==> config.mk <==
export PLATFORM = sky130hd
export DESIGN_NAME = eth_mac
export DESIGN_NICKNAME = d
export VERILOG_FILES = /design/src/eth_mac_pkg.sv /design/src/eth_crc32.sv /design/src/eth_tx_fifo.sv /design/src/eth_tx.sv /design/src/eth_rx.sv /design/src/eth_mac.sv
export VERILOG_INCLUDE_DIRS = /design/src
export SDC_FILE = /design/constraint.sdc
export NUM_CORES = 2
export LEC_CHECK = 0
export ABC_CLOCK_PERIOD_IN_PS = 13250
export BUFFER_PORTS_ARGS = -buffer_cell sky130_fd_sc_hd__buf_2
export CORE_ASPECT_RATIO = 0.9
export CORE_MARGIN = 5
export CORE_UTILIZATION = 45
export CTS_CLUSTER_SIZE = 30
export DETAILED_ROUTE_END_ITERATION = 7
export SYNTH_ARGS = -nofsm -noshare
export SYNTH_HDL_FRONTEND = slang
export SYNTH_SLANG_ARGS = --single-unit
==> constraint.sdc <==
create_clock -name clk -period 13.25 [get_ports clk]
set_input_delay 1.9875 -clock clk [delete_from_list [all_inputs] [get_ports clk]]
set_output_delay 1.9875 -clock clk [all_outputs]
set_load 0.1 [all_outputs]
==> src/eth_mac_macros.svh <==
`ifndef ETH_MAC_MACROS_SVH
`define ETH_MAC_MACROS_SVH

// Frame layout
`define ETH_PREAMBLE_LEN   8                  // Seven preamble bytes plus SFD
`define ETH_PREAMBLE_BYTE  8'h55
`define ETH_SFD            8'hD5
`define ETH_MIN_PAYLOAD    46                 // Shorter payloads get zero padding
`define ETH_IFG            12                 // Idle cycles after each frame

// Transmit buffer, 2**AW bytes
`define ETH_FIFO_AW        7

// Register value left after folding in a good FCS
`define ETH_CRC_RESIDUE    32'hDEBB20E3

`define ETH_BCAST          48'hFFFF_FFFF_FFFF

`endif

==> src/eth_mac_pkg.sv <==
`default_nettype none

package eth_mac_pkg;

  //////////////////////////////////////////////////
  // PHY side
  //////////////////////////////////////////////////

  // One byte per cycle, val high for the whole frame
  typedef struct packed {
    logic [7:0] dat;
    logic       val;
  } phy_t;

  //////////////////////////////////////////////////
  // Frame header and user side
  //////////////////////////////////////////////////

  typedef struct packed {
    logic [47:0] dst;
    logic [47:0] src;
    logic [15:0] ethertype; // Passed through untouched
  } mac_hdr_t;

  // Source address is not part of a request, it comes from loc_mac
  typedef struct packed {
    logic [47:0] dst;
    logic [15:0] ethertype;
  } tx_req_t;

  // Valid in the cycle rx_done is high
  typedef struct packed {
    mac_hdr_t hdr;
    logic     fcs_ok;
    logic     bcast;
  } rx_status_t;

endpackage

`default_nettype wire

==> src/eth_crc32.sv <==
`default_nettype none

module eth_crc32 (
  input  logic        clk,
  input  logic        rst_n,
  input  logic        clr,
  input  logic        en,
  input  logic [7:0]  din,
  output logic [31:0] crc
);

  localparam logic [31:0] POLY = 32'hEDB88320; // Reflected 0x04C11DB7

  logic [31:0] crc_nxt;

  // One byte, LSB first
  function automatic logic [31:0] crc_step(input logic [31:0] c, input logic [7:0] d);
    logic [31:0] r;
    r = c ^ {24'h0, d};
    for (int i = 0; i < 8; i++) begin
      r = r[0] ? ((r >> 1) ^ POLY) : (r >> 1);
    end
    return r;
  endfunction

  assign crc_nxt = crc_step(crc, din);

  always_ff @(posedge clk or negedge rst_n) begin
    if (!rst_n) begin
      crc <= '1;
    end else if (clr) begin
      crc <= '1;                  // Clear wins over enable
    end else if (en) begin
      crc <= crc_nxt;
    end
  end

endmodule

`default_nettype wire

==> src/eth_tx_fifo.sv <==
`default_nettype none
`include "eth_mac_macros.svh"

module eth_tx_fifo (
  input  logic                   clk,
  input  logic                   rst_n,
  input  logic                   wr,
  input  logic [7:0]             wdata,
  input  logic                   rd,
  output logic [7:0]             rdata,
  output logic [`ETH_FIFO_AW:0]  count
);

  localparam int AW    = `ETH_FIFO_AW;
  localparam int DEPTH = 1 << AW;

  logic [7:0]    mem [DEPTH];
  logic [AW-1:0] wr_ptr;
  logic [AW-1:0] rd_ptr;
  logic          full;
  logic          empty;
  logic          wr_ok;
  logic          rd_ok;

  assign full  = (count == (AW + 1)'(DEPTH));
  assign empty = (count == '0);
  assign wr_ok = wr && !full;   // Writes into a full buffer are lost
  assign rd_ok = rd && !empty;

  assign rdata = mem[rd_ptr];   // Head byte visible without a read

  always_ff @(posedge clk) begin
    if (wr_ok) mem[wr_ptr] <= wdata;
  end

  always_ff @(posedge clk or negedge rst_n) begin
    if (!rst_n) begin
      wr_ptr <= '0;
      rd_ptr <= '0;
      count  <= '0;
    end else begin
      if (wr_ok) wr_ptr <= wr_ptr + 1'b1;
      if (rd_ok) rd_ptr <= rd_ptr + 1'b1;
      case ({wr_ok, rd_ok})
        2'b10:   count <= count + 1'b1;
        2'b01:   count <= count - 1'b1;
        default: count <= count;
      endcase
    end
  end

  // User side has no back-pressure
  a_no_overflow: assert property (@(posedge clk) disable iff (!rst_n) wr |-> !full)
    else $error("eth_tx_fifo: write while full, byte dropped");

  // The frame builder reads only what it latched at send time
  a_no_underflow: assert property (@(posedge clk) disable iff (!rst_n) rd |-> !empty)
    else $error("eth_tx_fifo: read while empty");

endmodule

`default_nettype wire

==> src/eth_tx.sv <==
`default_nettype none
`include "eth_mac_macros.svh"

module eth_tx (
  input  logic                 clk,
  input  logic                 rst_n,
  input  logic [7:0]           din,
  input  logic                 vin,
  input  logic                 snd,
  input  eth_mac_pkg::tx_req_t req,
  input  logic [47:0]          loc_mac,
  output logic                 cts,
  output eth_mac_pkg::phy_t    phy
);

  localparam int LW        = `ETH_FIFO_AW + 1;
  localparam int MIN_FRAME = `ETH_PREAMBLE_LEN + 14 + `ETH_MIN_PAYLOAD + 4;

  typedef enum logic [2:0] {S_IDLE, S_PRE, S_HDR, S_PAY, S_PAD, S_FCS, S_GAP} state_t;

  state_t                state;
  logic [3:0]            cnt;       // Preamble, header, FCS and gap steps
  logic [LW-1:0]         pay_cnt;   // Payload plus pad bytes sent
  logic [LW-1:0]         len;
  logic [LW-1:0]         fifo_count;
  eth_mac_pkg::mac_hdr_t hdr_sr;
  logic [7:0]            fifo_rdata;
  logic                  fifo_rd;
  logic [31:0]           crc;
  logic                  crc_en;
  logic [7:0]            tx_byte;

  eth_tx_fifo u_fifo (
    .clk   (clk),
    .rst_n (rst_n),
    .wr    (vin),
    .wdata (din),
    .rd    (fifo_rd),
    .rdata (fifo_rdata),
    .count (fifo_count)
  );

  eth_crc32 u_crc (
    .clk   (clk),
    .rst_n (rst_n),
    .clr   (state == S_IDLE),
    .en    (crc_en),
    .din   (tx_byte),
    .crc   (crc)
  );

  assign cts     = (state == S_IDLE);
  assign fifo_rd = (state == S_PAY);
  assign crc_en  = (state == S_HDR) || (state == S_PAY) || (state == S_PAD);

  //////////////////////////////////////////////////
  // Byte select
  //////////////////////////////////////////////////

  always_comb begin
    case (state)
      S_PRE:   tx_byte = (cnt == 4'(`ETH_PREAMBLE_LEN - 1)) ? `ETH_SFD : `ETH_PREAMBLE_BYTE;
      S_HDR:   tx_byte = hdr_sr[111:104];
      S_PAY:   tx_byte = fifo_rdata;
      S_FCS:   tx_byte = ~crc[{cnt[1:0], 3'b000} +: 8]; // Low byte first
      default: tx_byte = 8'h00;                          // Pad and idle
    endcase
  end

  assign phy = '{dat: tx_byte, val: (state != S_IDLE) && (state != S_GAP)};

  //////////////////////////////////////////////////
  // Frame FSM
  //////////////////////////////////////////////////

  always_ff @(posedge clk or negedge rst_n) begin
    if (!rst_n) begin
      state   <= S_IDLE;
      cnt     <= '0;
      pay_cnt <= '0;
    end else begin
      case (state)
        S_IDLE: if (snd) begin
          state <= S_PRE;
          cnt   <= '0;
        end
        S_PRE: if (cnt == 4'(`ETH_PREAMBLE_LEN - 1)) begin
          state <= S_HDR;
          cnt   <= '0;
        end else cnt <= cnt + 1'b1;
        S_HDR: if (cnt == 4'd13) begin
          state   <= (len == '0) ? S_PAD : S_PAY;
          cnt     <= '0;
          pay_cnt <= '0;
        end else cnt <= cnt + 1'b1;
        S_PAY: begin
          pay_cnt <= pay_cnt + 1'b1;
          if (pay_cnt == len - 1'b1) begin
            state <= (pay_cnt < LW'(`ETH_MIN_PAYLOAD - 1)) ? S_PAD : S_FCS;
          end
        end
        S_PAD: begin
          pay_cnt <= pay_cnt + 1'b1;
          if (pay_cnt == LW'(`ETH_MIN_PAYLOAD - 1)) state <= S_FCS;
        end
        S_FCS: if (cnt == 4'd3) begin
          state <= S_GAP;
          cnt   <= '0;
        end else cnt <= cnt + 1'b1;
        S_GAP: if (cnt == 4'(`ETH_IFG - 1)) state <= S_IDLE;
          else cnt <= cnt + 1'b1;
        default: state <= S_IDLE;
      endcase
    end
  end

  // Length and header captured at send, header shifted out MSB first
  always_ff @(posedge clk) begin
    if (state == S_IDLE && snd) begin
      len    <= fifo_count;     // Later writes belong to the next frame
      hdr_sr <= '{dst: req.dst, src: loc_mac, ethertype: req.ethertype};
    end else if (state == S_HDR) begin
      hdr_sr <= eth_mac_pkg::mac_hdr_t'({hdr_sr[103:0], 8'h00});
    end
  end

  a_snd_cts: assert property (@(posedge clk) disable iff (!rst_n) snd |-> cts)
    else $error("eth_tx: send request while not clear to send, ignored");

  // Frame goes out next cycle and never has a gap before the minimum length
  a_min_frame: assert property (@(posedge clk) disable iff (!rst_n)
    (snd && cts) |=> phy.val [*MIN_FRAME])
    else $error("eth_tx: frame shorter than minimum or gapped");

endmodule

`default_nettype wire

==> src/eth_rx.sv <==
`default_nettype none
`include "eth_mac_macros.svh"

module eth_rx (
  input  logic                    clk,
  input  logic                    rst_n,
  input  eth_mac_pkg::phy_t       phy,
  input  logic [47:0]             loc_mac,
  output logic [7:0]              dout,
  output logic                    vout,
  output logic                    done,
  output eth_mac_pkg::rx_status_t status
);

  typedef enum logic [2:0] {S_HUNT, S_HDR, S_DATA, S_DROP, S_DONE} state_t;

  state_t                state;
  logic [3:0]            cnt;
  eth_mac_pkg::mac_hdr_t hdr_sr;
  eth_mac_pkg::mac_hdr_t hdr_nxt;
  logic [3:0][7:0]       dly;       // FCS holdback, dly[3] oldest
  logic [3:0]            dly_v;
  logic [31:0]           crc;
  logic                  crc_en;
  logic                  dst_bcast;
  logic                  dst_hit;

  eth_crc32 u_crc (
    .clk   (clk),
    .rst_n (rst_n),
    .clr   (state == S_HUNT),
    .en    (crc_en),
    .din   (phy.dat),
    .crc   (crc)
  );

  // SFD is not covered by the FCS
  assign crc_en = phy.val && ((state == S_HDR) || (state == S_DATA));

  assign hdr_nxt   = eth_mac_pkg::mac_hdr_t'({hdr_sr[103:0], phy.dat});
  assign dst_bcast = (hdr_nxt.dst == `ETH_BCAST);
  assign dst_hit   = dst_bcast || (hdr_nxt.dst == loc_mac); // Valid on last header byte

  //////////////////////////////////////////////////
  // Parser FSM
  //////////////////////////////////////////////////

  always_ff @(posedge clk or negedge rst_n) begin
    if (!rst_n) begin
      state <= S_HUNT;
      cnt   <= '0;
      dly_v <= '0;
      vout  <= 1'b0;
      done  <= 1'b0;
    end else begin
      vout <= 1'b0;
      done <= 1'b0;
      case (state)
        S_HUNT: if (phy.val && phy.dat == `ETH_SFD) begin
          state <= S_HDR;
          cnt   <= '0;
        end
        S_HDR: begin
          if (!phy.val) begin
            state <= S_HUNT;              // Runt, no report
          end else if (cnt == 4'd13) begin
            state <= dst_hit ? S_DATA : S_DROP;
            dly_v <= '0;
          end else begin
            cnt <= cnt + 1'b1;
          end
        end
        S_DATA: begin
          if (phy.val) begin
            dly_v <= {dly_v[2:0], 1'b1};
            vout  <= dly_v[3];            // Only bytes with four behind them
          end else begin
            state <= S_DONE;
          end
        end
        S_DROP: if (!phy.val) state <= S_HUNT;
        S_DONE: begin
          done  <= 1'b1;
          state <= S_HUNT;
        end
        default: state <= S_HUNT;
      endcase
    end
  end

  //////////////////////////////////////////////////
  // Datapath
  //////////////////////////////////////////////////

  always_ff @(posedge clk) begin
    if (state == S_HDR && phy.val) hdr_sr <= hdr_nxt;
    if (state == S_HDR && phy.val && cnt == 4'd13) begin
      status.hdr   <= hdr_nxt;
      status.bcast <= dst_bcast;
    end
    if (state == S_DATA && phy.val) begin
      dly  <= {dly[2:0], phy.dat};
      dout <= dly[3];
    end
    if (state == S_DONE) status.fcs_ok <= (crc == `ETH_CRC_RESIDUE); // Register incl. FCS
  end

  // Accepted frame carries at least its four FCS bytes
  a_fcs_present: assert property (@(posedge clk) disable iff (!rst_n)
    (state == S_DATA && !phy.val) |-> dly_v[3])
    else $error("eth_rx: accepted frame ended inside its FCS");

endmodule

`default_nettype wire

==> src/eth_mac.sv <==
`default_nettype none

module eth_mac (
  input  logic                    clk,
  input  logic                    rst_n,
  input  logic [47:0]             loc_mac,
  // User transmit side
  input  logic [7:0]              tx_din,
  input  logic                    tx_vin,
  input  logic                    tx_snd,
  input  eth_mac_pkg::tx_req_t    tx_req,
  output logic                    cts,
  // PHY
  output eth_mac_pkg::phy_t       phy_tx,
  input  eth_mac_pkg::phy_t       phy_rx,
  // User receive side
  output logic [7:0]              rx_dout,
  output logic                    rx_vout,
  output logic                    rx_done,
  output eth_mac_pkg::rx_status_t rx_status
);

  eth_tx u_tx (
    .clk     (clk),
    .rst_n   (rst_n),
    .din     (tx_din),
    .vin     (tx_vin),
    .snd     (tx_snd),
    .req     (tx_req),
    .loc_mac (loc_mac),   // Also the source address of sent frames
    .cts     (cts),
    .phy     (phy_tx)
  );

  eth_rx u_rx (
    .clk     (clk),
    .rst_n   (rst_n),
    .phy     (phy_rx),
    .loc_mac (loc_mac),
    .dout    (rx_dout),
    .vout    (rx_vout),
    .done    (rx_done),
    .status  (rx_status)
  );

endmodule

`default_nettype wire

======== Word level (Yosys, flattened, before mapping) ========
Memory sizes are Yosys's and may differ from the RTL's.
Cells that the tools add are included.
word-level totals
  flip-flop bits (word level) ............. 492
  bits in latches ......................... 0
  RAM bits ................................ 1024
  bits in read-only memories .............. 0
  input port bits ......................... 133
  output and inout bits ................... 134
  logic and storage cells ................. 199
  memories ................................ 1
cells by class
  add/subtract/negate cells ............... 8
  $mul .................................... 0
  divide/modulo/power cells ............... 0
  magnitude comparators ................... 1
  eq/ne operators ......................... 41
  shift operators ......................... 1
  multiplexer cells ....................... 63
  bitwise logic cells ..................... 19
  reductions and logical operators ........ 35
memories
  name             words  bits a word  rd ports  clocked after memory_dff  wr ports  RTL line           source
  u_tx.u_fifo.mem  128    8            1         0                         1         eth_tx_fifo.sv:17  logic [7:0] mem [DEPTH];
operators with widths
  cell                    count
  $mux W32                20
  $mux W112               2
  $not A13 Y14            16
  $xor A32 B8 Y32         2
  $eq A48 B48 Y1          1
  $eq A48 B48 Y1 const B  1
  $mux W4                 11
  $mux W3                 13
  $eq A32 B32 Y1 const B  1
  $pmux W8 S2             2
  $pmux W8 S4             1
  $shiftx A32 B6 Y8       1
  $pmux W3 S7             1
  $ne A2 B2 Y1 const B    10
  $pmux W4 S5             1
  $add A8 B1 Y8 const B   2
  $eq A8 B8 Y1 const B    2
  $logic_not A8 Y1        2
  $mux W8                 2
  $pmux W4 S2             2
  $sub A8 B1 Y8 const B   2
  $add A7 B1 Y7 const B   2
  $reduce_bool A2 Y1      7
  $eq A3 B2 Y1 const B    4
  other kinds (27)        60

======== Depth between registers and ports, before layout ========
  word-level depth ........................ 22
  gate-level depth with buffers ........... 17
  mapped depth without buffers ............ 14

======== Hierarchy ========
From an unflattened synthesis, not the netlist that was laid out.
second synthesis, totals
  cells, all modules ...................... 3273
  area total of the unflattened synthesis .. 60890.9 µm²
by module, submodules not included
  module                   times used  cells each  area an instance (µm²)  sequential area each (µm²)
  eth_tx_fifo              1           2008        40864.2                 31300.0
  eth_rx                   1           415         9148.8                  8072.7
  eth_tx                   1           465         6744.0                  3978.8
  eth_crc32 at u_tx.u_crc  1           192         2078.2                  840.8
  eth_crc32 at u_rx.u_crc  1           193         2055.7                  840.8

======== Worst setup path before layout ========
OpenSTA, ideal clock, no wires.
  path type ............................... in2reg
  start ................................... input phy_rx[0] in the netlist's numbering
  end ..................................... register u_rx.dly_v[1]
  setup time .............................. 0.373 ns
  arrival ................................. 7.389 ns
  required time ........................... 12.877 ns
  path slack .............................. 5.488 ns
  stages on the path ...................... 3
  buffers on the path ..................... 0
  cell sequence ........................... nand3_1 nor2_1 o21ai_0
between the ends
  longest elaborated chain between the ends .. 2
  elaborated cells on any way between the ends .. 3
  those cells by class .................... 2 x eq/ne; 1 x reduce/logical
ends and longest elaborated chain
  what                                  RTL line       source
  start, declared                       eth_mac.sv:15  input eth_mac_pkg::phy_t phy_rx,
  $ne A2 B2 Y1 (no source line)         n/a
  $reduce_and A4 Y1 (no source line) *  n/a
  end signal, assigned                  eth_rx.sv:75   dly_v <= {dly_v[2:0], 1'b1};
  end, declared                         eth_rx.sv:22   logic [3:0] dly_v;
Every way passes the cells marked *; elsewhere a longest branch is shown, timed or not.
A chain may end at the register's enable or synchronous reset.

==> results by group <==
Pwr
  • Clock Power Share: 27.4%
  • Net switching power: around 5.1 mW
  • Static Leakage: 21.8 nW
  • VDD IR max: 0.261 mV
  • Register share of total power: 37.4%
  • Logic gate share of total power: 35.2%
  • Sw frac: 32.9%
  • Int Pwr: 10.4 mW
  • Power Dens Cells: ~220 nW/µm²

Run status
  • Outcome: finished, final reports clean

GRT
  • Vias in the first global route: just over 30k
  • Maximum number of pins on one net before global-route repair: around 120
  • Total grt overflow: 0
  • First-pass GRT wire length: 217000 µm
  • Initial antenna violation count: 5
  • GRT Overall Usage: between 20% and 30%

Finish
  • Area grow syn2layout: 13.5%
  • Final Cell Area: 68700 µm²
  • FILL cells: ~11k
  • # nets final: 3718
  • Fin cells: approximately 5.4k
  • Final core occ: 51.5%
  • Layout cells sized above 1: 26.2%

Setup path
  • Critical Path Source: u_tx.u_fifo.rd_ptr[2]
  • Critical path class: reg2out
  • WP data required: 11.26 ns
  • Crit end category: primary output
  • Worst EP arrival: between 5 and 6 ns
  • Launching point of the worst reg2reg path: u_tx.u_fifo.rd_ptr[0]
  • Startpoint Class: flop
  • Critical path fanouts, max: 47

CTS
  • Clk sinks: 1516
  • Htree depth: 4
  • CTS tree: done
  • PostCTS Resize Cnt: 0
  • Hold Buf Count CTS: 0
  • Clk root buf: clkbuf_16
  • Post-CTS setup buffers: 0
  • CTS Buf Count: between 150 and 200
  • Clock-pin slew on the worst setup and hold paths: 0.06 ns
  • Skew-Pair Late Insertion Delay: between 0.7 and 0.8 ns
  • Clock tree buffer depth: 3

STA
  • Final Hold Viols: 0
  • Max_slew headroom: 20.1%
  • Max Slew Vio Count: 0
  • Setup Viol. Count Final: 0
  • Clock skew: 0.0451 ns
  • Setup TNS: 0 ns
  • RSZ-0062 raised after global routing: false
  • Fmax: ~130 MHz
  • Crit path time final: roughly 7.6 ns
  • Slew @ Worst Pin: 1.19 ns
  • Final worst path period share: 57.2%

Placement
  • # placed instances: between 5k and 6k
  • DP HPWL: 94300 µm
  • Routability Congestion: 0.875
  • Port Buffer Count: around 270
  • Placed instance area: 63800 µm²

Synthesis
  • Ranking of synthesized cells by area: edfxtp_1, mux4_2, dfstp_2
  • Unique masters post-synth: 85
  • Syn Inst Count: 3236
  • EDFF count, synth: 1402
  • Yosys warnings: 0
  • Net count after synthesis: approximately 3.4k
  • Synth area leader: edfxtp_1
  • Synth top area share: 69.5%
  • Seq cells post-synth: 1516
  • Mapped Area: 60600 µm²
  • Asr flop ratio synth: 7.52%
  • Avg Synthesized Cell Area: 18.7 µm²
  • Post-synth top flop: edfxtp_1
  • Register area share after synthesis: between 70 and 80%

Routing
  • Routed vias/inst: 5.69
  • TritonRoute pass-1 iters: 7
  • Final ANT Viol Nets: 0
  • Routed vias: 31.0k
  • Overall routed net length: between 100000 and 150000 µm
  • Post-route DRC: 0
  • Drt initial violations: between 3k and 4k
  • DR WL/cell: roughly 27 µm

Floorplanning
  • Starting Density: 45.4%
  • Die H: 358 µm
  • Ports: 267
  • Die footprint: 142000 µm²
  • Core box area: 133000 µm²
  • Die W: 397 µm
  • Site Rows: 127

Min path
  • HP Class: reg2reg
  • Min-delay src: u_rx.dly[4]

Job
  • Max_cap viols: 0
## critical path: stages, from the launching register on
cell,delay (ns)
dfrtp_4,0.70
buf_4,0.67
nand3b_1,0.64
o221ai_1,0.37
a21oi_1,0.07
a221oi_1,0.99
nor3_1,0.21
a221oi_2,0.56
buf_2,0.55
## sequential cells by signal (all words and copies together), names as in the netlist
register / flops
u_tx.u_fifo.mem: 1024
u_rx.status: 114
u_tx.hdr_sr: 112
u_rx.hdr_nxt: 104
u_rx.dly: 32
u_rx.u_crc.crc: 32
u_tx.u_crc.crc: 32
u_rx.dout: 8
u_tx.len: 8
u_tx.pay_cnt: 8
u_tx.u_fifo.count: 8
u_tx.u_fifo.rd_ptr: 7
u_tx.u_fifo.wr_ptr: 7
u_rx.cnt: 4
u_rx.dly_v: 4
u_tx.cnt: 4
u_rx.state: 3
u_tx.state: 3
u_rx.done: 1
u_rx.vout: 1
## per-layer routing
| metal | share of wire, % | GRT usage [%] | vias to the layer above |
|---|---|---|---|
| li1 | - | - | 13600 |
| met1 | 41 | 28.5 | 16100 |
| met2 | 47 | 32.4 | 1118 |
| met3 | 9.0 | 6.48 | 203 |
| met4 | 2.6 | 6.18 | 0 |
| met5 | 0 | 0 | - |
## power groups by stage
stage	clock [mW]	combinational, mW	sequential (mW)
after floorplan	0	4.12	5.76
after global placement	0	5.37	5.86
after detailed placement	0	5.41	5.87
after CTS	4.32	5.43	5.77
after global routing	4.52	5.77	5.79
final	4.22	5.43	5.77
## cells in the mapped netlist (all sizes together) (4+ instances only)
cell type	n
edfxtp	1402
mux4	215
nor2	198
mux2i	127
mux2	117
xnor2	108
nand2	98
xor2	97
a21oi	88
clkbuf	77
buf	74
dfstp	64
o21ai	58
dfrtp	50
a22oi	48
nor3	41
nand3	34
inv	28
nand4	23
nor4	22
o221ai	20
nor2b	19
ha	17
and3	15
a31oi	14
and2	13
o22a	13
a221oi	12
a211oi	11
o22ai	11
xnor3	10
a22o	8
nand3b	8
o211ai	7
a21o	6
nand2b	6
nand4b	6
nor3b	5
a211o	4
a41oi	4
o2111ai	4
o21a	4
## final timing paths
| check | to | slack [ns] | cells past startpoint |
|---|---|---|---|
| setup / recovery | phy_tx[4] | 5.67 | 8 |
| hold / removal | u_rx.dly[12] | 0.42 | 0 |
| setup reg to reg | u_tx.u_crc.crc[18] | 7.29 | 12 |
| hold reg to reg | u_rx.dly[12] | 0.42 | 0 |
| max in group asynchronous | u_tx.u_fifo.rd_ptr[0] | 10.71 | 2 |
| min in group asynchronous | u_tx.cnt[2] | 1.18 | 1 |
## cells by family after synthesis
group                    count (synthesis)  share of synthesized area, %
flip-flops                            1516                          74.4
AND/OR/NAND/NOR                        506                          3.97
XOR/XNOR                               218                          3.63
multiplexers                           459                          12.3
AO/OA/AOI/OAI                          340                          3.83
buffers and inverters                  179                          1.55
adder cells (fa/ha/maj)                 18                         0.384
## layout make-up
cell class,instances,area [µm²],share of cell area (%)
antenna,6,15.0,0.0218
clock buffer,215,4210,6.12
clock inverter,72,717,1.04
inverter,28,108,0.157
multi-input combinational,1541,14600,21.3
sequential,1516,45000,65.5
tap,1741,2180,3.17
timing repair buffer,324,1830,2.66
## cells in the final DEF, fill, tap and decap left out, types with 9 or more instances in the layout
cell type and n:
edfxtp_1 1402, buf_2 257, mux4_2 215, nor2_1 196, clkbuf_16 157, mux2i_1 127
mux2_2 117, xnor2_1 100, nand2_1 98, xor2_1 95, a21oi_1 87, dfstp_2 64
buf_4 63, o21ai_0 54, clkbuf_1 52, a22oi_1 48, dfrtp_1 47, nor3_1 40
nand3_1 34, inv_1 25, clkinv_1 25, nand4_1 23, nor4_1 22, clkinv_2 22
o221ai_1 19, nor2b_1 17, ha_1 17, and3_1 15, a31oi_1 14, o22a_1 13
o22ai_1 11, a211oi_1 10, xnor3_1 10, a221oi_1 9
## per-stage QoR
step / hold slack (ns) / power, mW / setup WS (ns)
after CTS: 0.418 / 15.5 / 5.69
after detailed placement: 0.405 / 11.3 / 6.57
final: 0.417 / 15.4 / 5.67
after global placement: 0.401 / 11.2 / 6.55
after global routing: 0.423 / 16.1 / 5.47
after floorplan: 0.400 / 9.88 / 5.49
Note: power is estimated with default switching activity, not from simulation.
